### config.mk
export PLATFORM = sky130hd
export DESIGN_NAME = cpu_timing
export DESIGN_NICKNAME = d
export VERILOG_FILES = /design/src/verilog/pet_bus_pkg.sv /design/src/verilog/cpu_timing.sv
export VERILOG_INCLUDE_DIRS = /design/src /design/src/include
export SDC_FILE = /design/constraint.sdc
export NUM_CORES = 1
export LEC_CHECK = 0
export ABC_AREA = 1
export BUFFER_PORTS_ARGS = -buffer_cell sky130_fd_sc_hd__buf_2
export CAP_MARGIN = 20
export CORE_AREA = 3 3 40 42
export CTS_CLUSTER_SIZE = 12
export DETAILED_ROUTE_END_ITERATION = 6
export DIE_AREA = 0 0 43 45
export SLEW_MARGIN = 40
export SYNTH_ARGS = -nofsm -noshare
export SYNTH_HDL_FRONTEND = slang
export SYNTH_SLANG_ARGS = --single-unit
### constraint.sdc
create_clock -name sys_clock_i -period 1.8 [get_ports sys_clock_i]
set_clock_uncertainty 0.2 [all_clocks]
set_input_delay 0.18 -clock sys_clock_i [delete_from_list [all_inputs] [get_ports sys_clock_i]]
set_output_delay 0.18 -clock sys_clock_i [all_outputs]
set_load 0.03 [all_outputs]
### src/include/pet_bus_settings.svh
// ----------------------------------------------------------
// Build-time constants for the CPU bus-slot block
// Included by the package and by RTL that needs raw numbers
// ----------------------------------------------------------
`ifndef PET_BUS_SETTINGS_SVH
`define PET_BUS_SETTINGS_SVH

// System clock rate, used for ns to cycle conversion
`define SYS_CLOCK_MHZ     64

// W65C02S datasheet figures in ns
`define CPU_TBVD_NS       30  // BE to valid data (tBVD)
`define CPU_TPWH_NS       62  // Phi2 minimum high pulse width (tPWH)
`define CPU_TDSR_NS       15  // Data setup before Phi2 falls (tDSR)
`define CPU_TDHX_NS       10  // Data hold after Phi2 falls (tDHR, tDHW)

// Bus transceiver worst-case enable delay
`define IOTX_NS           11

// One CPU slot in system clocks
`define SLOT_CYCLES       16

// Bus widths
`define CPU_ADDR_WIDTH    16
`define CPU_DATA_WIDTH    8

// Low address bits that pick a RAM word
`define RAM_ADDR_WIDTH    10

// Request queue entries, two requests per slot at most
`define FIFO_DEPTH        4

`endif

### src/verilog/pet_bus_pkg.sv
// ----------------------------------------------------------
// Shared types and the ns to cycle helper for the bus block
// ----------------------------------------------------------
`default_nettype none

`include "pet_bus_settings.svh"

package pet_bus_pkg;

    typedef logic [`CPU_ADDR_WIDTH-1:0]      cpu_addr_t;    // Full CPU address
    typedef logic [`CPU_DATA_WIDTH-1:0]      cpu_data_t;    // Data byte
    typedef logic [$clog2(`SLOT_CYCLES)-1:0] slot_count_t;  // Position inside a slot
    typedef logic [`RAM_ADDR_WIDTH-1:0]      ram_addr_t;    // RAM word address

    // RAM port sequencer
    typedef enum logic [1:0] {
        RAM_IDLE,    // Waiting for a queued request
        RAM_ACCESS,  // One read or write on the array
        RAM_DONE     // Settle cycle before going idle
    } ram_state_t;

    // Ceiling of ns over clock period, plus one cycle for trace delay
    function automatic int ns_to_cycles(input int time_ns);
        return (time_ns * `SYS_CLOCK_MHZ + 999) / 1000 + 1;
    endfunction

endpackage

`default_nettype wire

### src/verilog/cpu_timing.sv
// ----------------------------------------------------------
// Slot counter that paces one CPU bus cycle per 16 clocks
// Drives BE, Phi2, capture strobes and the RAM data windows
// ----------------------------------------------------------
`timescale 1ns/1ps
`default_nettype none

`include "pet_bus_settings.svh"

module cpu_timing (
    input  logic sys_clock_i,
    input  logic rst_n_i,
    input  logic cpu_ready_i,    // Outside world allows a new slot
    input  logic drained_i,      // Queue empty and RAM port idle
    input  logic cpu_we_i,       // CPU write pin

    output logic cpu_be_o,
    output logic cpu_clock_o,    // Phi2
    output logic addr_strobe_o,
    output logic data_strobe_o,
    output logic cpu_rd_en_o,
    output logic cpu_wr_en_o
);

    // Datasheet times rounded up to whole system clocks
    localparam int T_BVD  = pet_bus_pkg::ns_to_cycles(`CPU_TBVD_NS);
    localparam int T_PWH  = pet_bus_pkg::ns_to_cycles(`CPU_TPWH_NS);
    localparam int T_DSR  = pet_bus_pkg::ns_to_cycles(`CPU_TDSR_NS);
    localparam int T_DHX  = pet_bus_pkg::ns_to_cycles(`CPU_TDHX_NS);
    localparam int T_IOTX = pet_bus_pkg::ns_to_cycles(`IOTX_NS);

    localparam pet_bus_pkg::slot_count_t SLOT_IDLE = '0;
    localparam pet_bus_pkg::slot_count_t BE_START  = 1;

    // Address settles tBVD after BE
    localparam pet_bus_pkg::slot_count_t ADDR_VALID =
        pet_bus_pkg::slot_count_t'(int'(BE_START) + T_BVD);

    // Phi2 rises once the transceivers have turned around
    localparam pet_bus_pkg::slot_count_t PHI_START =
        pet_bus_pkg::slot_count_t'(int'(ADDR_VALID) + T_IOTX);

    // BE drops tBVD before the slot ends so the bus is free for the next one
    localparam pet_bus_pkg::slot_count_t BE_END =
        pet_bus_pkg::slot_count_t'(`SLOT_CYCLES - T_BVD);

    // Phi2 falls early enough to keep data hold inside BE
    localparam pet_bus_pkg::slot_count_t PHI_END =
        pet_bus_pkg::slot_count_t'(int'(BE_END) - T_DHX);

    // Data must be stable tDSR before Phi2 falls
    localparam pet_bus_pkg::slot_count_t DATA_VALID =
        pet_bus_pkg::slot_count_t'(int'(PHI_END) - T_DSR);

    localparam int PHI_HIGH_CYCLES = int'(PHI_END) - int'(PHI_START);

    pet_bus_pkg::slot_count_t slot_count;

    // Elaboration stops if the derived Phi2 high time is too short
    if (PHI_HIGH_CYCLES < T_PWH) begin : g_pwh_check
        $fatal(1, "Phi2 high width %0d cycles is below minimum %0d",
               PHI_HIGH_CYCLES, T_PWH);
    end

    // Slot counter parks at zero until a start is allowed
    always_ff @(posedge sys_clock_i) begin
        if (!rst_n_i) begin
            slot_count <= SLOT_IDLE;
        end else if (slot_count != SLOT_IDLE || (cpu_ready_i && drained_i)) begin
            slot_count <= slot_count + 1'b1;  // Wraps back to idle after the last cycle
        end
    end

    always_ff @(posedge sys_clock_i) begin
        if (!rst_n_i) begin
            cpu_be_o      <= 1'b0;
            cpu_clock_o   <= 1'b0;
            addr_strobe_o <= 1'b0;
            data_strobe_o <= 1'b0;
            cpu_rd_en_o   <= 1'b0;
            cpu_wr_en_o   <= 1'b0;
        end else begin
            addr_strobe_o <= 1'b0;  // Strobes are single pulses
            data_strobe_o <= 1'b0;

            case (slot_count)
                BE_START: begin
                    cpu_be_o <= 1'b1;
                end
                ADDR_VALID: begin
                    addr_strobe_o <= 1'b1;       // Address and RWB now stable
                    cpu_rd_en_o   <= !cpu_we_i;  // Open read window
                end
                PHI_START: begin
                    cpu_clock_o <= 1'b1;
                end
                DATA_VALID: begin
                    data_strobe_o <= 1'b1;       // Write data stable
                    cpu_wr_en_o   <= cpu_we_i;
                end
                PHI_END: begin
                    cpu_clock_o <= 1'b0;         // Min pulse width met
                    cpu_wr_en_o <= 1'b0;
                end
                BE_END: begin
                    cpu_be_o    <= 1'b0;         // Hold times met, release bus
                    cpu_rd_en_o <= 1'b0;
                end
                default: begin
                end
            endcase
        end
    end

    // Write window sits inside the bus enable window
    a_wr_inside_be: assert property (@(posedge sys_clock_i) disable iff (!rst_n_i)
        cpu_wr_en_o |-> cpu_be_o);

    a_addr_strobe_pulse: assert property (@(posedge sys_clock_i) disable iff (!rst_n_i)
        addr_strobe_o |=> !addr_strobe_o);

    a_data_strobe_pulse: assert property (@(posedge sys_clock_i) disable iff (!rst_n_i)
        data_strobe_o |=> !data_strobe_o);

endmodule

`default_nettype wire

==> key figures <==
STA
  – Crit share post-route: 0.776
  – Least-Margin Pin Slew: 0.412 ns
  – Final setup vio count: 0
  – Hold slack final: between 0.1 and 0.15 ns
  – Fin crit period: 1.40 ns
  – Fin. max-slew vios: 0
  – RSZ-0062 raised after global routing: false
  – Slew headroom: 0.725
  – Hold Violations, Final: 0
  – TNS Setup: 0 ns
  – Fmax: 716 MHz

Clocking
  – Clock root buffer: clkbuf_4
  – Worst-skew pair later-pin latency: between 0.2 and 0.3 ns
  – Post-CTS sizing: 0
  – Worst-case clock buffer depth: 2
  – Postcts setup bufs: 0
  – Clock Sinks: 10
  – H-tree level count: 1
  – CTS buffer count: 3
  – Clk slew on worst S/H paths: 0.07 ns
  – CTS Hold Bufs: 2
  – CTS tree: yes

Pwr
  – LEAKAGE: ~0.35 nW
  – Switching portion of total power: 0.368
  – Clock share of power: 0.265
  – Sequential share of power: 0.389
  – P per Cell Area: 1170 nW/um^2
  – Sw Pwr: 0.280 mW
  – P_int: 0.481 mW
  – Comb pwr share: 0.347
  – Max IR drop VDD: ~0.57 mV

Routing
  – Via/cell ratio: 4.64
  – Initial DRC count: 9
  – Wire length per cell: ~9.6 um
  – # DRC: 0
  – Vias: 469
  – Pre-antenna DRT Iters: 4
  – Routed Antenna Nets: 0
  – Final wirelength: between 900 and 1000 um

Worst hold path
  – Hold/Removal Path Class: input pin to flop
  – Hold_sp: drained_i
  – Hold Path End: slot_count[2]
  – Hold Path Depth: 5

Synth
  – Post-synth top area cell: dfxtp_1
  – XOR/XNOR Fraction of Synth Area: 0.0320
  – Synth Warn #: 0
  – Seq/Total Area, Yosys: 0.365
  – Mux cell area share after synthesis: 0
  – Ys async rst share: 0
  – Synth top area cells: dfxtp_1 37%, ha_1 11%, nand2_1 10%, inv_1 8.2%, nor2_1 6.8%
  – Largest family of logic cells by synthesized area: simple AND/OR/NAND/NOR gates
  – Top post-synthesis cells by count: 15 x nand2_1, 12 x inv_1, 10 x dfxtp_1, 10 x nor2_1, 7 x nand3_1
  – Mapped Avg Cell Area: 7.61 sq um
  – Post-synthesis compound-gate area fraction: 0.0274
  – Most frequent cell after synthesis: nand2_1
  – Yosys top cell area share: 0.365
  – Yosys reg bits: 10
  – Post-synth EDFFs: 0
  – Synth cell types: 15
  – Post-Synth Simple-Gate Area: 0.331
  – Synth Area in Adders: 0.114
  – Main flop type after synthesis: dfxtp_1
  – Syn_nets: approximately 80
  – Mapped Area: about 550 sq um
  – Mapped Cells: a little over 70

Critical path
  – Crit Reg-Reg Endpoint: cpu_rd_en_o
  – Data required time of the critical path: 1.80 ns
  – Crit Path Max Fanout: 6
  – CP Capture Type: flop
  – R2r startpoint: slot_count[0]
  – Startpoint types: flop
  – Critical Path AT: 1.40 ns
  – Cell count of the worst reg-to-reg path: 7
  – R2R setup slack: around 0.40 ns
  – Crit Path Class: flop to flop

Finish
  – Design area: 651 sq um
  – Ant. Diodes: 0
  – Synth-to-layout area growth: 18.7%
  – Nets: 97
  – Share of layout cells above drive strength 1: 0.209

Placed design
  – GPL Wtd Cong: roughly 0.8
  – I/O Buffers: 10
  – DP HPWL: 745 um
  – Placed Area: 594 sq um

Floorplan
  – Core footprint: approximately 1300 sq um
  – Rows: 13
  – Die Wd: between 40 and 50 um
  – # IOs: 11
  – Die height: 45 um
  – Initial Utilization: 0.426
  – Die footprint: 1940 sq um

Job
  – Total of max-cap violations: 0

Global routing
  – GRT overflow: 0
  – Vias in the first global route: 436
  – First-pass GRT wire length: 1690 um
  – Total global-route track usage: 0.122
  – Initial antenna violation count: 0
  – Largest net degree at the start of global routing: 9

Outcome
  – Status: finished, final reports clean
## kinds of logic after synthesis
kind of cell	after synthesis
AO/OA/AOI/OAI	3
buffers and inverters	15
AND/OR/NAND/NOR	37
XOR/XNOR	2
flip-flops	10
adder cells (fa/ha/maj)	5
## metrics by stage
stage | util | power [mW] | setup WS [ns] | instances
floorplan | - | 0.508 | 0.530 | 72
global placement | 0.463 | 0.556 | 0.468 | 95
detailed placement | 0.463 | 0.562 | 0.427 | 95
CTS | 0.506 | 0.771 | 0.402 | 101
global route | 0.506 | 0.831 | 0.260 | 101
finish | 0.506 | 0.761 | 0.404 | 101
## registers in the layout, indices dropped and copies added, names as in the netlist
signal and count:
slot_count 4, addr_strobe_o 1, cpu_be_o 1, cpu_clock_o 1, cpu_rd_en_o 1, cpu_wr_en_o 1, data_strobe_o 1
## area by class of cell
type | count | area, sq um
fillers | 133 | 634
inverters | 13 | 48.8
repair buffers | 12 | 70.1
multi-input cells | 47 | 277
clock buffers | 4 | 36.3
flip-flops and latches | 10 | 200
well taps | 15 | 18.8
## worst max-delay path: stages, from the launching register on
cell and delay, ns:
dfxtp_1 0.42, inv_1 0.11, ha_1 0.27, nand3_2 0.11
nand2_1 0.05, nand2_1 0.05, inv_1 0.03, nor2_1 0.08
## power by group through the flow
stage          registers [mW]  logic [mW]  clock network [mW]
6_report                0.296       0.264               0.201
5_1_grt                 0.303       0.311               0.218
4_1_cts                 0.296       0.269               0.206
3_5_place_dp            0.301       0.261                   0
3_3_place_gp            0.299       0.258                   0
2_1_floorplan           0.309       0.199                   0
## worst max-delay path by stage
stage | startpoint | endpoint | slack (ns)
after floorplan | slot_count[0] | cpu_rd_en_o | 0.53
after global placement | slot_count[0] | cpu_rd_en_o | 0.47
after detailed placement | slot_count[0] | cpu_rd_en_o | 0.43
after CTS | slot_count[0] | cpu_rd_en_o | 0.40
after global routing | slot_count[0] | cpu_rd_en_o | 0.26
final | slot_count[0] | cpu_rd_en_o | 0.40
## metal layers
layer,part of all wire,GRT usage,vias up
li1,-,-,248
met1,0.44,0.126,202
met2,0.46,0.195,15
met3,0.069,0.0438,4
met4,0.025,0.108,0
met5,0,0,-
## layout by cell type, fill, tap and decap left out
cell type	instances
nand3_2	2
nor2_1	10
dlygate4sd3_1	2
nor2_8	1
buf_2	10
dfxtp_1	10
xnor2_1	1
xor2_1	1
o21ai_0	2
ha_1	5
inv_2	1
nand3_1	7
clkbuf_4	3
a21oi_1	1
clkbuf_8	1
nand4_1	2
inv_1	12
nand2_1	15
(Power assumes the default switching activity.)
