[config.mk]
export PLATFORM = sky130hd
export DESIGN_NAME = bus_capture
export DESIGN_NICKNAME = d
export VERILOG_FILES = /design/src/verilog/pet_bus_pkg.sv /design/src/verilog/bus_capture.sv
export VERILOG_INCLUDE_DIRS = /design/src /design/src/include
export SDC_FILE = /design/constraint.sdc
export NUM_CORES = 1
export LEC_CHECK = 0
export BUFFER_PORTS_ARGS = -buffer_cell sky130_fd_sc_hd__clkbuf_2
export CORE_MARGIN = 2
export CORE_UTILIZATION = 40
export DETAILED_ROUTE_END_ITERATION = 16
export PLACE_DENSITY_LB_ADDON = 0.2
export SLEW_MARGIN = 0
export SYNTH_ARGS = -nofsm -noshare
export SYNTH_HDL_FRONTEND = slang
export SYNTH_SLANG_ARGS = --single-unit
[constraint.sdc]
create_clock -name sys_clock_i -period 1.4 [get_ports sys_clock_i]
set_input_delay 0.28 -clock sys_clock_i [delete_from_list [all_inputs] [get_ports sys_clock_i]]
set_output_delay 0.28 -clock sys_clock_i [all_outputs]
set_load 0.05 [all_outputs]
[src/include/pet_bus_settings.svh]
// ----------------------------------------------------------
// Build-time constants for the CPU bus-slot block
// Included by the package and by RTL that needs raw numbers
// ----------------------------------------------------------
`ifndef PET_BUS_SETTINGS_SVH
`define PET_BUS_SETTINGS_SVH

// System clock rate, used for ns to cycle conversion
`define SYS_CLOCK_MHZ     64

// W65C02S datasheet figures in ns
`define CPU_TBVD_NS       30  // BE to valid data (tBVD)
`define CPU_TPWH_NS       62  // Phi2 minimum high pulse width (tPWH)
`define CPU_TDSR_NS       15  // Data setup before Phi2 falls (tDSR)
`define CPU_TDHX_NS       10  // Data hold after Phi2 falls (tDHR, tDHW)

// Bus transceiver worst-case enable delay
`define IOTX_NS           11

// One CPU slot in system clocks
`define SLOT_CYCLES       16

// Bus widths
`define CPU_ADDR_WIDTH    16
`define CPU_DATA_WIDTH    8

// Low address bits that pick a RAM word
`define RAM_ADDR_WIDTH    10

// Request queue entries, two requests per slot at most
`define FIFO_DEPTH        4

`endif

[src/verilog/pet_bus_pkg.sv]
// ----------------------------------------------------------
// Shared types and the ns to cycle helper for the bus block
// ----------------------------------------------------------
`default_nettype none

`include "pet_bus_settings.svh"

package pet_bus_pkg;

    typedef logic [`CPU_ADDR_WIDTH-1:0]      cpu_addr_t;    // Full CPU address
    typedef logic [`CPU_DATA_WIDTH-1:0]      cpu_data_t;    // Data byte
    typedef logic [$clog2(`SLOT_CYCLES)-1:0] slot_count_t;  // Position inside a slot
    typedef logic [`RAM_ADDR_WIDTH-1:0]      ram_addr_t;    // RAM word address

    // RAM port sequencer
    typedef enum logic [1:0] {
        RAM_IDLE,    // Waiting for a queued request
        RAM_ACCESS,  // One read or write on the array
        RAM_DONE     // Settle cycle before going idle
    } ram_state_t;

    // Ceiling of ns over clock period, plus one cycle for trace delay
    function automatic int ns_to_cycles(input int time_ns);
        return (time_ns * `SYS_CLOCK_MHZ + 999) / 1000 + 1;
    endfunction

endpackage

`default_nettype wire

[src/verilog/bus_capture.sv]
// ----------------------------------------------------------
// Turns slot strobes and CPU pins into request queue pushes
// ----------------------------------------------------------
`timescale 1ns/1ps
`default_nettype none

`include "pet_bus_settings.svh"

module bus_capture (
    input  logic                   sys_clock_i,
    input  logic                   rst_n_i,
    input  logic                   addr_strobe_i,
    input  logic                   data_strobe_i,
    input  logic                   cpu_we_i,
    input  pet_bus_pkg::cpu_addr_t cpu_addr_i,
    input  pet_bus_pkg::cpu_data_t cpu_din_i,

    output logic                   push_o,      // One-cycle push into the queue
    output logic                   req_we_o,
    output pet_bus_pkg::ram_addr_t req_addr_o,
    output pet_bus_pkg::cpu_data_t req_data_o
);

    logic wr_pending;  // Write seen at address strobe, data still to come

    always_ff @(posedge sys_clock_i) begin
        if (!rst_n_i) begin
            push_o     <= 1'b0;
            wr_pending <= 1'b0;
        end else begin
            push_o <= 1'b0;
            if (addr_strobe_i) begin
                wr_pending <= cpu_we_i;
                push_o     <= !cpu_we_i;  // Reads go out right away
            end else if (data_strobe_i && wr_pending) begin
                wr_pending <= 1'b0;
                push_o     <= 1'b1;
            end
        end
    end

    // Request payload, address doubles as the latch for the slot
    always_ff @(posedge sys_clock_i) begin
        if (addr_strobe_i) begin
            req_addr_o <= cpu_addr_i[`RAM_ADDR_WIDTH-1:0];  // Upper bits alias
            req_we_o   <= cpu_we_i;
        end
        if (data_strobe_i && wr_pending) begin
            req_data_o <= cpu_din_i;
        end
    end

    // One read and one write push at most in any slot
    a_one_read_per_slot: assert property (@(posedge sys_clock_i) disable iff (!rst_n_i)
        (push_o && !req_we_o) |=> !(push_o && !req_we_o) [*(`SLOT_CYCLES - 1)]);

    a_one_write_per_slot: assert property (@(posedge sys_clock_i) disable iff (!rst_n_i)
        (push_o && req_we_o) |=> !(push_o && req_we_o) [*(`SLOT_CYCLES - 1)]);

endmodule

`default_nettype wire

==> results.py, run 1 <==
metrics = {
    "status": {
        "status": "complete, no violations",
    },
    "sta": {
        "finalSetupViolations": 0,
        "hold_ws_ns": 0.151,
        "final.setup_skew_ns": 0.00314,
        "rsz0062_at_grt": "no",
        "clock.fmax_mhz": 828,
        "period_minus_slack_ns": 1.21,
        "slew_violations": 0,
        "fin_tns_setup_ns": 0,
        "hold_viol_final": 0,
        "min_period_over_period_pct": 86.3,
        "tightest_slew_ns": 0.344,
        "relSlewSlack_pct": 77.0,
    },
    "cts": {
        "ctsResizeCount": 0,
        "cts-root-buf": "clkbuf_4",
        "cts_tree": "built",
        "insertion_delay_ns": 0.29,
        "cts_num_sinks": 21,
        "clock_path_buffers": 2,
        "ctsHoldBuffers": 0,
        "post_cts_buffers": 0,
        "clk_pin_slew_ns": 0.11,
        "htreeDepth": 1,
        "cts_made_buffers": 3,
    },
    "power": {
        "netSwitchingPower_mw": 0.324,
        "swShare_pct": 27.1,
        "clkPwrFrac_pct": 23.5,
        "powerDensity_mw_per_mm2": 1300,
        "p_int_mw": 0.871,
        "power_mw": 1.19,
        "p_leak_nw": 0.411,
        "power_frac_comb_pct": 15.5,
        "peakVddDrop_mv": 0.756,
        "pwr-share-seq_pct": 60.9,
    },
    "critical_path": {
        "crit_start": "req_addr_o[9]",
        "timing.rr.end": "req_data_o[1]",
        "cp_slowest_cell": "edfxtp_1",
        "critPathTopFamily": "flip-flops",
        "reg2reg_depth": 1,
        "reg2reg_from": "wr_pending",
        "cp_data_required_time_ns": 1.12,
        "setup.worst_path.start_class": "flop",
        "worstSetupPathType": "flop to output port",
        "reg2reg_slack_ns": 0.39,
        "arrival_ns": 0.93,
        "cp_slowest_stage_delay_ns": 0.39,
        "end_kind": "output port",
        "crit_buf_inv": 1,
        "cp_cell_sequence": "clkbuf_2",
        "crit_fanout": 1,
    },
    "global_route": {
        "grt.total_usage_pct": 12.4,
        "antenna_found_initial": 0,
        "grt_pass1_wl_mm": 1.71,
        "grt_overflow": 0,
        "grt_max_degree": 16,
        "grt_pass1_vias": 417,
    },
    "min_path": {
        "hp-class": "input pin to flop",
        "min_path_cells": 1,
        "min_to": "req_addr_o[2]",
        "hp-start": "cpu_addr_i[2]",
    },
    "yosys": {
        "avgSynthCellArea_um2": 24.4,
        "synth_top_family_by_area": "simple AND/OR/NAND/NOR gates",
        "synthMuxAreaShare_pct": 0,
        "yosys_warnings": 0,
        "netlist_area_um2": 658,
        "synth-simple-area-share_pct": 5.89,
        "synth_compound_area_share_pct": 1.33,
        "ys_ff_latch": 21,
        "yosys.cell_types.count": 8,
        "synth_nets": 56,
        "synth_fa_ha_area_share_pct": 0,
        "synth-xor-area-share_pct": 0,
        "netlist_instances": 27,
        "yosysSeqAreaShare_pct": 92.8,
    },
    "die": {
        "io_pins": 49,
        "die_height_um": 44.6,
        "core_area_mm2": 0.00152,
        "placementRows": 14,
        "die_w_um": 44.6,
        "die_area_mm2": 0.00199,
        "start_util_pct": 43.2,
    },
    "route": {
        "drt_iter0_markers": 2,
        "drc": 0,
        "routedWlPerCell_um": 12.5,
        "dr.pass1.iters": 3,
        "drt-total-wl_mm": 1.11,
        "vias_per_cell": 4.61,
        "vias": 410,
        "postRouteAntennaNets": 0,
    },
    "cells_and_area": {
        "drive_gt1_share_pct": 63.0,
        "register_area_um2": 611,
        "finalNetCount": 103,
        "area_delta_synth_final_pct": 39.2,
        "diodes": 0,
        "mostFrequentLayoutCells": "clkbuf_2 (42), edfxtp_1 (19), clkbuf_4 (3)",
        "utilization_pct": 60.1,
        "final_common_cell": "clkbuf_2",
        "multi_input_area_um2": 47.5,
        "nFillCells": 124,
    },
    "place": {
        "gp_congestion": 0.691,
        "io_buffers": 42,
    },
    "job": {
        "maxCapViolations": 0,
    },
}
==> power groups by stage <==
stage          combinational (mW)  clock [mW]  sequential (mW)
2_1_floorplan             0.00655           0            0.857
3_3_place_gp                0.185           0            0.741
3_5_place_dp                0.187           0            0.743
4_1_cts                     0.187       0.295            0.729
5_1_grt                     0.195       0.315            0.732
6_report                    0.186       0.281            0.728
==> kinds of logic (layout without fill, tap and decap cells) <==
family,Yosys count,after routing
DFF,21,21
and+or+nand+nor,5,5
buffers and inverters,0,46
AOI/OAI and AO/OA,1,1
==> Yosys cell counts <==
library cell / n / share of area [%]
edfxtp_1: 19 / 87
dfxtp_1: 2 / 6.1
a31o_1: 1 / 1.3
and2_1: 1 / 0.95
and4bb_1: 1 / 1.9
nand2_1: 1 / 0.57
nand3b_1: 1 / 1.1
nand4b_1: 1 / 1.3
==> per-stage QoR <==
stage          instance area [µm²]  instances  worst slack [ns]
6_report                       916         89             0.192
5_1_grt                        916         89             0.135
4_1_cts                        916         89             0.173
3_5_place_dp                   888         85             0.312
3_3_place_gp                   888         85             0.321
2_1_floorplan                  658         27             0.486
==> final cells by class <==
class,count,share of cell area [%]
clock inverters,1,0.546
multi-input cells,6,5.19
well taps,16,2.19
flip-flops and latches,21,66.7
clock buffers,3,2.46
repair buffers,42,23.0
==> flip-flops by register name (all words and copies together) (netlist names) <==
register / count
req_we_o: 1
push_o: 1
req_data_o: 8
req_addr_o: 10
wr_pending: 1
==> how the worst max path moves through the flow <==
stage	to	slack, ns	depth (start not counted)
after floorplan	req_data_o[0]	0.49	1
after detailed placement	wr_pending	0.31	3
after global routing	req_addr_o[2]	0.13	1
after CTS	req_data_o[5]	0.17	1
final	req_addr_o[9]	0.19	1
after global placement	wr_pending	0.32	3
==> layer usage <==
layer	global-route usage (%)	share of wire, %	up-vias
li1	-	-	198
met1	12.3	34	191
met2	22.9	57	21
met3	4.49	8.6	0
met4	4.85	0	0
met5	0	0	-
No activity file was read; power rests on OpenSTA's default activity.
==> run 2, diff against run 1 <==
- CORE_UTILIZATION: 40 -> 37
- clock period: 1.4 -> 1.21 ns (I/O delays scaled with it)
==> run 2 against run 1 <==
Effect of this change: worst setup slack worse by 0.13 ns; highest routed layer unchanged; critical path type unchanged; non-clock buffer count up 1; design area up 1.9%; sequential cell count unchanged.
==> results.py, run 2 (synthesis results as in run 1) <==
metrics = {
    "cts": {
        "ctsResizeCount": 0,
        "clock_path_buffers": 2,
        "ctsHoldBuffers": 0,
        "clk_pin_slew_ns": 0.11,
        "cts_made_buffers": 3,
        "post_cts_buffers": 0,
        "cts_num_sinks": 21,
        "cts_tree": "built",
        "insertion_delay_ns": 0.29,
        "cts-root-buf": "clkbuf_4",
        "htreeDepth": 1,
    },
    "sta": {
        "tightest_slew_ns": 0.347,
        "setup_ws_ns": 0.0578,
        "period_minus_slack_ns": 1.15,
        "fin_tns_setup_ns": 0,
        "hold_viol_final": 0,
        "rsz0062_at_grt": "no",
        "slew_violations": 0,
        "min_period_over_period_pct": 95.2,
        "relSlewSlack_pct": 76.9,
        "final.setup_skew_ns": 0.00409,
        "finalSetupViolations": 0,
        "clock.fmax_mhz": 868,
    },
    "route": {
        "drt_iter0_markers": 1,
        "vias": 412,
        "drt-total-wl_mm": 1.11,
        "drc": 0,
        "routedWlPerCell_um": 11.2,
        "dr.pass1.iters": 2,
        "vias_per_cell": 4.16,
        "postRouteAntennaNets": 0,
    },
    "cells_and_area": {
        "stdcell_count": 99,
        "largest_register": "req_addr_o",
        "area_delta_synth_final_pct": 41.8,
        "nFillCells": 143,
        "mostFrequentLayoutCells": "clkbuf_2 (40), edfxtp_1 (19), clkbuf_4 (3)",
        "final_common_cell": "clkbuf_2",
        "largest_reg_flops": 10,
        "diodes": 0,
        "finalNetCount": 104,
        "top_regs": "req_addr_o: 10 flops, req_data_o: 8 flops",
        "drive_gt1_share_pct": 62.2,
    },
    "critical_path": {
        "worstSetupPathType": "flop to output port",
        "cp_slowest_cell": "edfxtp_1",
        "setup.worst_path.start_class": "flop",
        "reg2reg_slack_ns": 0.20,
        "cp_cell_sequence": "clkbuf_2",
        "cp_data_required_time_ns": 0.97,
        "crit_buf_inv": 1,
        "end_kind": "output port",
        "critPathTopFamily": "flip-flops",
        "arrival_ns": 0.91,
        "cp_slowest_stage_delay_ns": 0.38,
        "crit_fanout": 1,
    },
    "die": {
        "die_height_um": 46.2,
        "core_area_mm2": 0.00171,
        "placementRows": 15,
        "die_w_um": 46.2,
        "die_area_mm2": 0.00213,
        "start_util_pct": 38.5,
        "io_pins": 49,
    },
    "min_path": {
        "hp-class": "input pin to flop",
    },
    "place": {
        "place_inst": 95,
        "post-place-ws_ns": 0.173,
        "io_buffers": 42,
        "gp_congestion": 0.685,
    },
    "status": {
        "status": "complete, no violations",
    },
    "global_route": {
        "grtUsageMet1_pct": 10.8,
        "met2_usage_pct": 20.3,
        "grt_max_degree": 12,
        "antenna_found_initial": 0,
        "met3_usage_pct": 3.53,
        "grt_pass1_vias": 329,
        "grt_overflow": 0,
        "grt.total_usage_pct": 10.7,
        "grt_pass1_wl_mm": 1.50,
        "busiest_layer": "met2",
    },
    "power": {
        "p_leak_nw": 0.412,
        "peakVddDrop_mv": 0.688,
        "powerDensity_mw_per_mm2": 1470,
    },
    "job": {
        "maxCapViolations": 0,
    },
}
[run 2: cell types whose count changed in the layout (fill, tap and decap cells not counted)]
cell      previous run  this run
buf_2                0         2
clkbuf_2            42        40
buf_4                0         1
clkbuf_1             0         1
clkinv_2             1         0
[run 2: area by class of cell]
| type | count | area (µm²) | share of cell area (%) |
|---|---|---|---|
| timing repair buffer | 43 | 218 | 23.3 |
| multi-input combinational | 6 | 47.5 | 5.09 |
| tap | 25 | 31.3 | 3.35 |
| clock buffer | 4 | 26.3 | 2.82 |
| sequential | 21 | 611 | 65.4 |
[run 2: final timing paths]
kind / from / to / depth (start not counted)
max: req_addr_o[7] / req_addr_o[7] / 1
min: cpu_addr_i[2] / req_addr_o[2] / 1
max reg2reg: wr_pending / req_data_o[1] / 1
min reg2reg: wr_pending / push_o / 2
[run 2: stage by stage]
| step | power [mW] | utilization, % | cell area [µm²] | hold slack, ns |
|---|---|---|---|---|
| 5_1_grt | 1.42 | 54.7 | 933 | 0.105 |
| 3_3_place_gp | 1.08 | 53.1 | 907 | 0.419 |
| 3_5_place_dp | 1.08 | 53.1 | 907 | 0.421 |
| 6_report | 1.37 | 54.7 | 933 | 0.121 |
| 2_1_floorplan | 0.999 | - | 658 | 0.341 |
| 4_1_cts | 1.39 | 54.7 | 933 | 0.114 |
[run 2: report_power, final]
| group | switching (mW) | leakage (nW) | total (mW) | internal, mW |
|---|---|---|---|---|
| Combinational | 0.165 | 0.201 | 0.218 | 0.0539 |
| Sequential | 0.00906 | 0.197 | 0.842 | 0.833 |
| Clock | 0.185 | 0.0150 | 0.313 | 0.128 |
[run 2: layer usage]
layer	up-vias	routed length [µm]
met2	19	671
met1	192	363
met3	0	71
met5	-	0
met4	0	0
li1	201	-
