## src/include/pet_bus_settings.svh

```systemverilog
// ----------------------------------------------------------
// Build-time constants for the CPU bus-slot block
// Included by the package and by RTL that needs raw numbers
// ----------------------------------------------------------
`ifndef PET_BUS_SETTINGS_SVH
`define PET_BUS_SETTINGS_SVH

// System clock rate, used for ns to cycle conversion
`define SYS_CLOCK_MHZ     64

// W65C02S datasheet figures in ns
`define CPU_TBVD_NS       30  // BE to valid data (tBVD)
`define CPU_TPWH_NS       62  // Phi2 minimum high pulse width (tPWH)
`define CPU_TDSR_NS       15  // Data setup before Phi2 falls (tDSR)
`define CPU_TDHX_NS       10  // Data hold after Phi2 falls (tDHR, tDHW)

// Bus transceiver worst-case enable delay
`define IOTX_NS           11

// One CPU slot in system clocks
`define SLOT_CYCLES       16

// Bus widths
`define CPU_ADDR_WIDTH    16
`define CPU_DATA_WIDTH    8

// Low address bits that pick a RAM word
`define RAM_ADDR_WIDTH    10

// Request queue entries, two requests per slot at most
`define FIFO_DEPTH        4

`endif

```

## src/verilog/pet_bus_pkg.sv

```systemverilog
// ----------------------------------------------------------
// Shared types and the ns to cycle helper for the bus block
// ----------------------------------------------------------
`default_nettype none

`include "pet_bus_settings.svh"

package pet_bus_pkg;

    typedef logic [`CPU_ADDR_WIDTH-1:0]      cpu_addr_t;    // Full CPU address
    typedef logic [`CPU_DATA_WIDTH-1:0]      cpu_data_t;    // Data byte
    typedef logic [$clog2(`SLOT_CYCLES)-1:0] slot_count_t;  // Position inside a slot
    typedef logic [`RAM_ADDR_WIDTH-1:0]      ram_addr_t;    // RAM word address

    // RAM port sequencer
    typedef enum logic [1:0] {
        RAM_IDLE,    // Waiting for a queued request
        RAM_ACCESS,  // One read or write on the array
        RAM_DONE     // Settle cycle before going idle
    } ram_state_t;

    // Ceiling of ns over clock period, plus one cycle for trace delay
    function automatic int ns_to_cycles(input int time_ns);
        return (time_ns * `SYS_CLOCK_MHZ + 999) / 1000 + 1;
    endfunction

endpackage

`default_nettype wire

```

## src/verilog/req_fifo.sv

```systemverilog
// ----------------------------------------------------------
// Small request queue between bus capture and the RAM port
// Head entry is shown combinationally, pop advances it
// ----------------------------------------------------------
`timescale 1ns/1ps
`default_nettype none

`include "pet_bus_settings.svh"

module req_fifo (
    input  logic                   sys_clock_i,
    input  logic                   rst_n_i,
    input  logic                   push_i,
    input  logic                   we_i,
    input  pet_bus_pkg::ram_addr_t addr_i,
    input  pet_bus_pkg::cpu_data_t data_i,
    input  logic                   pop_i,

    output logic                   empty_o,
    output logic                   head_we_o,
    output pet_bus_pkg::ram_addr_t head_addr_o,
    output pet_bus_pkg::cpu_data_t head_data_o
);

    localparam int PTR_W = $clog2(`FIFO_DEPTH);
    localparam int CNT_W = $clog2(`FIFO_DEPTH + 1);

    logic                   we_mem   [`FIFO_DEPTH];
    pet_bus_pkg::ram_addr_t addr_mem [`FIFO_DEPTH];
    pet_bus_pkg::cpu_data_t data_mem [`FIFO_DEPTH];

    logic [PTR_W-1:0] wr_ptr;
    logic [PTR_W-1:0] rd_ptr;
    logic [CNT_W-1:0] count;
    logic             full;

    assign empty_o = (count == '0);
    assign full    = (count == CNT_W'(`FIFO_DEPTH));

    // Head of queue straight to the RAM port
    assign head_we_o   = we_mem[rd_ptr];
    assign head_addr_o = addr_mem[rd_ptr];
    assign head_data_o = data_mem[rd_ptr];

    always_ff @(posedge sys_clock_i) begin
        if (!rst_n_i) begin
            wr_ptr <= '0;
            rd_ptr <= '0;
            count  <= '0;
        end else begin
            if (push_i) begin
                wr_ptr <= (wr_ptr == PTR_W'(`FIFO_DEPTH - 1)) ? '0 : wr_ptr + 1'b1;
            end
            if (pop_i) begin
                rd_ptr <= (rd_ptr == PTR_W'(`FIFO_DEPTH - 1)) ? '0 : rd_ptr + 1'b1;
            end
            case ({push_i, pop_i})
                2'b10:   count <= count + 1'b1;
                2'b01:   count <= count - 1'b1;
                default: count <= count;  // Both or neither
            endcase
        end
    end

    always_ff @(posedge sys_clock_i) begin
        if (push_i) begin
            we_mem[wr_ptr]   <= we_i;
            addr_mem[wr_ptr] <= addr_i;
            data_mem[wr_ptr] <= data_i;
        end
    end

    a_no_overflow: assert property (@(posedge sys_clock_i) disable iff (!rst_n_i)
        push_i |-> !full);

    a_no_underflow: assert property (@(posedge sys_clock_i) disable iff (!rst_n_i)
        pop_i |-> !empty_o);

endmodule

`default_nettype wire

```

## config.mk

```make
export PLATFORM = sky130hd
export DESIGN_NAME = req_fifo
export DESIGN_NICKNAME = d
export VERILOG_FILES = /design/src/verilog/pet_bus_pkg.sv /design/src/verilog/req_fifo.sv
export VERILOG_INCLUDE_DIRS = /design/src /design/src/include
export SDC_FILE = /design/constraint.sdc
export NUM_CORES = 1
export LEC_CHECK = 0
export ABC_AREA = 0
export BUFFER_PORTS_ARGS = -buffer_cell sky130_fd_sc_hd__buf_2
export CAP_MARGIN = 20
export CORE_MARGIN = 1.5
export CORE_UTILIZATION = 55
export CTS_CLUSTER_DIAMETER = 40
export DETAILED_ROUTE_END_ITERATION = 7
export PLACE_DENSITY = 0.84
export SKIP_CTS_REPAIR_TIMING = 1
export SLEW_MARGIN = 20
export SYNTH_ARGS = -nofsm -noshare
export SYNTH_HDL_FRONTEND = slang
export SYNTH_SLANG_ARGS = --single-unit
export TNS_END_PERCENT = 100
```

## constraint.sdc

```tcl
create_clock -name sys_clock_i -period 1.7 [get_ports sys_clock_i]
set_input_delay 0.085 -clock sys_clock_i [delete_from_list [all_inputs] [get_ports sys_clock_i]]
set_output_delay 0.085 -clock sys_clock_i [all_outputs]
set_load 0.01 [all_outputs]
```

==> reports/qor.csv, run 1 <==
metric,value,unit
status,"complete, no violations",
YS warnings,0,
Worst VDD drop,618,µV
Highest Signal Layer,met4,
slew margin rel.,0.655,
DRC,0,
Final Slew Violations,0,
clk root buf,clkbuf_8,
Cell Int Power,3250,µW
Routed WL per cell,19.4,µm
Post-Synthesis Cells,145,
initial antenna violation count,0,
worst endpoint required time,1620,ps
Clock Latency Late Sink,340,ps
Total Power,4150,µW
first-pass GRT wire length,8070,µm
clk sink count,85,
Yosys cell types,23,
register clock-pin slew on the reported worst setup and hold paths,80,ps
FP Rows,27,
register area,2470,µm²
combinational power share,0.117,
Initial Util,0.578,
top post-synthesis cells by area,"edfxtp_1 (70%), mux4_1 (7.3%), mux4_2 (6.9%)",
drt first pass iters,4,
crit path cell chain,buf_12 > mux4_1 > buf_2,
# port buffers,42,
Antenna Nets Post-Route,0,
syn avg cell area,22.4,µm²
routed wl met2,3250,µm
clock tree buffer depth,2,
overall via count from detail_route,1577,
net switching power,901,µW
largest family of logic cells by synthesized area,multiplexers,
max-cap viol count,0,
final setup fails,0,
hold crit path type,input port to register,
adder-cell share of the synthesized area,0.0293,
DIE WIDTH,79.8,µm
die height,79.8,µm
H-tree depth,3,
"Buf+Inv Stages, Crit Path",2,
Final nets,251,
synthesized area,3240,µm²
crit-path max FO,5,
GR Overflow Total,0,
largest area contributor in the synthesized netlist,edfxtp_1,
Fmax achieved,592,MHz
sw frac,0.217,
Clk pwr share,0.302,
Filler cells,363,
Area after DPL,3550,µm²
initial DRC count,95,
Final Hold Viols,0,
Pleak,0.00142,µW
wl on met1,2150,µm
synthesized flop and latch total,85,
CTS tree,built,
Critical Path Slowest Stage Cell,mux4_1,
post-synthesis xor/xnor area fraction,0.00540,
simple-gate share of the synthesized area,0.0285,
vias per cell,5.29,
ant diodes,0,
post-synthesis compound-gate area fraction,0.00926,
met3 wire len,246,µm
Post-Syn Nets,175,
Die ar.,6370,µm²
Synth-to-Final Area Change,23.6,%
crit path time final,1690,ps
post-synth top area share,0.704,
total clock buffers created by CTS,9,
mux cell area share after synthesis,0.149,
worst hold margin,30.1,ps
Multi-input gate area,701,µm²
final WL,5780,µm
vias in the first global route,1706,
layout cell share with drive strength beyond 1,0.367,
Slowest Stage Delay on Critical Path,550,ps
I/O pins,43,
period utilization,0.994,
RSZ-0062 raised after global routing,true,
Least-Margin Pin Slew,518,ps
Final Cell Area,4010,µm²
Layout Skew,9.11,ps
core box area,5610,µm²
Worst setup SP type,register,
power per cell area,1030,nW/µm²
endpoint class of the critical path,primary output,
gr usage total,0.179,
Top Family by Delay on Critical Path,multiplexers,
Worst EP arrival,1600,ps
largest net degree at the start of global routing,20,
global placer's final weighted congestion,0.655,
"Seq/Total Area, Yosys",0.759,
post-DP HPWL,3480,µm
Worst Setup Path Type,register to primary output,
Reg power frac,0.581,
[worst paths after layout]
| check | from | end | slack [ps] | cells past startpoint |
|---|---|---|---|---|
| setup / recovery | register | head_data_o[7] | 10 | 3 |
| setup reg to reg | count[0] | count[2] | 120 | 5 |
| hold reg to reg | count[2] | count[2] | 520 | 2 |
| hold / removal | rst_n_i | register | 30 | 2 |
[registers in the layout (all words and copies together), names as in the netlist, named ones only]
| signal | cells |
|---|---|
| count | 3 |
| we_mem | 4 |
| wr_ptr | 2 |
| data_mem | 32 |
| rd_ptr | 2 |
| addr_mem | 40 |
[placed cells by master, fill, tap and decap left out, types with 6 or more instances in the layout]
cell / n
inv_1: 6
buf_2: 36
buf_6: 7
edfxtp_1: 76
dfxtp_1: 7
clkbuf_8: 9
mux4_2: 15
ha_1: 6
dlygate4sd3_1: 19
[kinds of logic after synthesis]
logic type | Yosys count
flops | 85
compound gates | 5
xor+xnor | 2
buf+inv | 10
fa+ha+maj | 7
simple gates | 15
mux | 21
[Yosys cell counts]
cell,n
buf_6,1
nand2_1,1
o21ai_0,2
mux4_1,9
or3_1,1
fa_1,1
buf_12,1
xor2_1,1
nor3_1,1
and2_1,6
dfxtp_1,9
nor3b_1,2
mux4_2,10
buf_2,2
mux2i_1,2
edfxtp_1,76
o21a_1,1
xnor2_1,1
nor2b_1,4
ha_1,6
inv_1,6
a21oi_1,1
a21boi_0,1
[metal layers]
metal | GRT usage | vias to the layer above
met5 | 0 | -
met3 | 0.0457 | 15
li1 | - | 737
met2 | 0.354 | 49
met1 | 0.179 | 776
met4 | 0.0603 | 0
[layout make-up]
type	count	area share
Clock inverter	4	0.00562
Inverter	6	0.00562
Sequential cell	85	0.615
Multi-Input combinational cell	50	0.175
Timing Repair Buffer	69	0.137
Tap cell	72	0.0225
Clock buffer	12	0.0390
[power groups by stage]
| stage | logic [µW] | clock network [µW] | registers [µW] |
|---|---|---|---|
| 6_report | 486 | 1250 | 2410 |
| 3_5_place_dp | 405 | 0 | 2450 |
| 3_3_place_gp | 380 | 0 | 2440 |
| 5_1_grt | 526 | 1350 | 2420 |
| 2_1_floorplan | 249 | 0 | 2440 |
| 4_1_cts | 405 | 1260 | 2400 |
[per-stage QoR]
| step | worst slack [ps] | util | setup TNS (ps) | cells |
|---|---|---|---|---|
| after floorplan | 229 | - | 0 | 145 |
| after global placement | 76.9 | 0.633 | 0 | 260 |
| after detailed placement | -65.6 | 0.633 | -1240 | 260 |
| after CTS | -64.3 | 0.665 | -1350 | 276 |
| after global routing | -36.1 | 0.715 | -279 | 298 |
| final | 11.0 | 0.715 | 0 | 298 |
No activity file was read; power rests on OpenSTA's default activity.
==> inputs of run 2 (changes only) <==
- GPL_TIMING_DRIVEN: default -> 0
==> reports/qor.csv, run 2 (same netlist as run 1, synthesis figures left out) <==
metric,value,unit,change
status,finished with violations,,"was complete, no violations"
failing checks,setup timing,,
initial antenna violation count,0,,unchanged
net switching power,899,µW,was 901 µW
Final nets,252,,was 251
layout cell share with drive strength beyond 1,0.383,,was 0.367
Critical Path Slowest Stage Cell,mux4_2,,was mux4_1
Cell Int Power,3170,µW,was 3250 µW
Filler cells,360,,was 363
RSZ-0062 raised after global routing,true,,unchanged
worst hold margin,46.0,ps,was 30.1 ps
hold crit path type,input port to register,,unchanged
Worst setup SP type,register,,unchanged
# port buffers,42,,unchanged
clk root buf,clkbuf_8,,unchanged
endpoint class of the critical path,primary output,,unchanged
H-tree depth,3,,unchanged
register with the most flip-flops,addr_mem,,unchanged
die height,79.8,µm,unchanged
"Buf+Inv Stages, Crit Path",3,,was 2
FP Rows,27,,unchanged
vias per cell,5.37,,was 5.29
Final Slew Violations,0,,unchanged
crit path time final,1720,ps,was 1690 ps
overall via count from detail_route,1606,,was 1577
Routed WL per cell,18.6,µm,was 19.4 µm
Worst EP arrival,1630,ps,was 1600 ps
Area after DPL,3540,µm²,was 3550 µm²
combinational power share,0.127,,was 0.117
I/O pins,43,,unchanged
clk sink count,85,,unchanged
Clk pwr share,0.282,,was 0.302
Antenna Nets Post-Route,0,,unchanged
CTS tree,built,,unchanged
vias in the first global route,1604,,was 1706
crit-path max FO,6,,was 5
Worst VDD drop,539,µV,was 618 µV
final WL,5580,µm,was 5780 µm
global placer's final weighted congestion,0.679,,was 0.655
Reg power frac,0.591,,was 0.581
Synth-to-Final Area Change,23.6,%,unchanged
"commonest non-fill, non-tap cell in the layout",edfxtp_1,,unchanged
Regs by FF count,"addr_mem: 40 flops, data_mem: 32 flops, we_mem: 4 flops",,unchanged
initial DRC count,119,,was 95
GR Overflow Total,0,,unchanged
Total Power,4070,µW,was 4150 µW
DRC,0,,unchanged
Reg2Reg Capture Point,count[2],,unchanged
"commonest non-fill, non-tap cells in the layout","edfxtp_1 (76), buf_2 (31), dlygate4sd3_1 (19)",,"was edfxtp_1 (76), buf_2 (36), dlygate4sd3_1 (19)"
period utilization,1.01,,was 0.994
crit path cell chain,buf_6 > clkbuf_16 > mux4_2 > buf_2,,was buf_12 > mux4_1 > buf_2
Hold Crit Start,rst_n_i,,unchanged
FF-to-FF Start,count[0],,unchanged
Placement Setup Slack,-94.5,ps,was -65.6 ps
worst endpoint required time,1620,ps,about the same
Final Hold Viols,0,,unchanged
Pleak,0.00142,µW,about the same
Worst Setup Path Type,register to primary output,,unchanged
Fmax achieved,582,MHz,was 592 MHz
drt first pass iters,6,,was 4
core box area,5610,µm²,unchanged
clock tree buffer depth,2,,unchanged
Initial Util,0.578,,unchanged
DIE WIDTH,79.8,µm,unchanged
total clock buffers created by CTS,9,,unchanged
Clock Latency Late Sink,330,ps,was 340 ps
Final WS setup,-16.8,ps,was 11.0 ps
Slowest Stage Delay on Critical Path,500,ps,was 550 ps
first-pass GRT wire length,8010,µm,was 8070 µm
FF-to-FF path depth,5,,unchanged
register clock-pin slew on the reported worst setup and hold paths,80,ps,about the same
Final Cell Area,4010,µm²,unchanged
Top Family by Delay on Critical Path,multiplexers,,unchanged
ant diodes,0,,unchanged
sw frac,0.221,,was 0.217
largest net degree at the start of global routing,20,,unchanged
R2R setup slack,70,ps,was 120 ps
Layout Skew,4.20,ps,was 9.11 ps
power per cell area,1010,nW/µm²,was 1030 nW/µm²
max-cap viol count,0,,unchanged
hold path depth,2,,unchanged
post-DP HPWL,3600,µm,was 3480 µm
Die ar.,6370,µm²,unchanged
slew margin rel.,0.658,,was 0.655
gr usage total,0.181,,was 0.179
final setup fails,1,,was 0
number of flip-flops in the largest register,40,,unchanged
Least-Margin Pin Slew,513,ps,was 518 ps
run 2: changes by cell type in the layout (fill, tap and decap cells not counted), moves of 3 or more:
cell and change:
mux4_2 +3, mux4_1 -3, buf_6 +5, buf_2 -5
run 2: worst max path at each step:
stage	to	slack, ps	depth (start not counted)
finish	head_addr_o[3]	-20	4
global route	head_addr_o[3]	-90	4
CTS	head_addr_o[5]	-110	4
detailed placement	we_mem[1]	-90	3
global placement	we_mem[3]	4	2
floorplan	count[2]	230	5
run 2: area by class of cell:
cell class	instances	area, µm²	area share
clock buffer	10	128	0.0318
sequential	85	2460	0.615
timing repair buffer	66	537	0.134
buffer	4	46.3	0.0115
clock inverter	6	30.0	0.00749
tap	72	90.1	0.0225
inverter	6	22.5	0.00562
multi-input combinational	50	692	0.173
run 2: per-layer routing:
layer | wire, µm | global-route usage
met5 | 0 | 0
met4 | 58 | 0.0621
met3 | 168 | 0.0480
met2 | 3070 | 0.336
met1 | 2280 | 0.199
run 2: power by group through the flow:
| stage | registers [µW] | clock network [µW] | logic [µW] |
|---|---|---|---|
| 5_1_grt | 2410 | 1250 | 557 |
| 2_1_floorplan | 2440 | 0 | 249 |
| 4_1_cts | 2400 | 1160 | 408 |
| 3_5_place_dp | 2450 | 0 | 407 |
| 3_3_place_gp | 2440 | 0 | 378 |
| 6_report | 2400 | 1150 | 517 |
run 2: stage by stage:
| step | TNS [ps] | utilization | instances |
|---|---|---|---|
| 6_report | -16.8 | 0.715 | 299 |
| 5_1_grt | -718 | 0.715 | 299 |
| 4_1_cts | -6460 | 0.660 | 275 |
| 3_5_place_dp | -4950 | 0.632 | 259 |
| 3_3_place_gp | 0 | 0.632 | 259 |
| 2_1_floorplan | 0 | - | 145 |
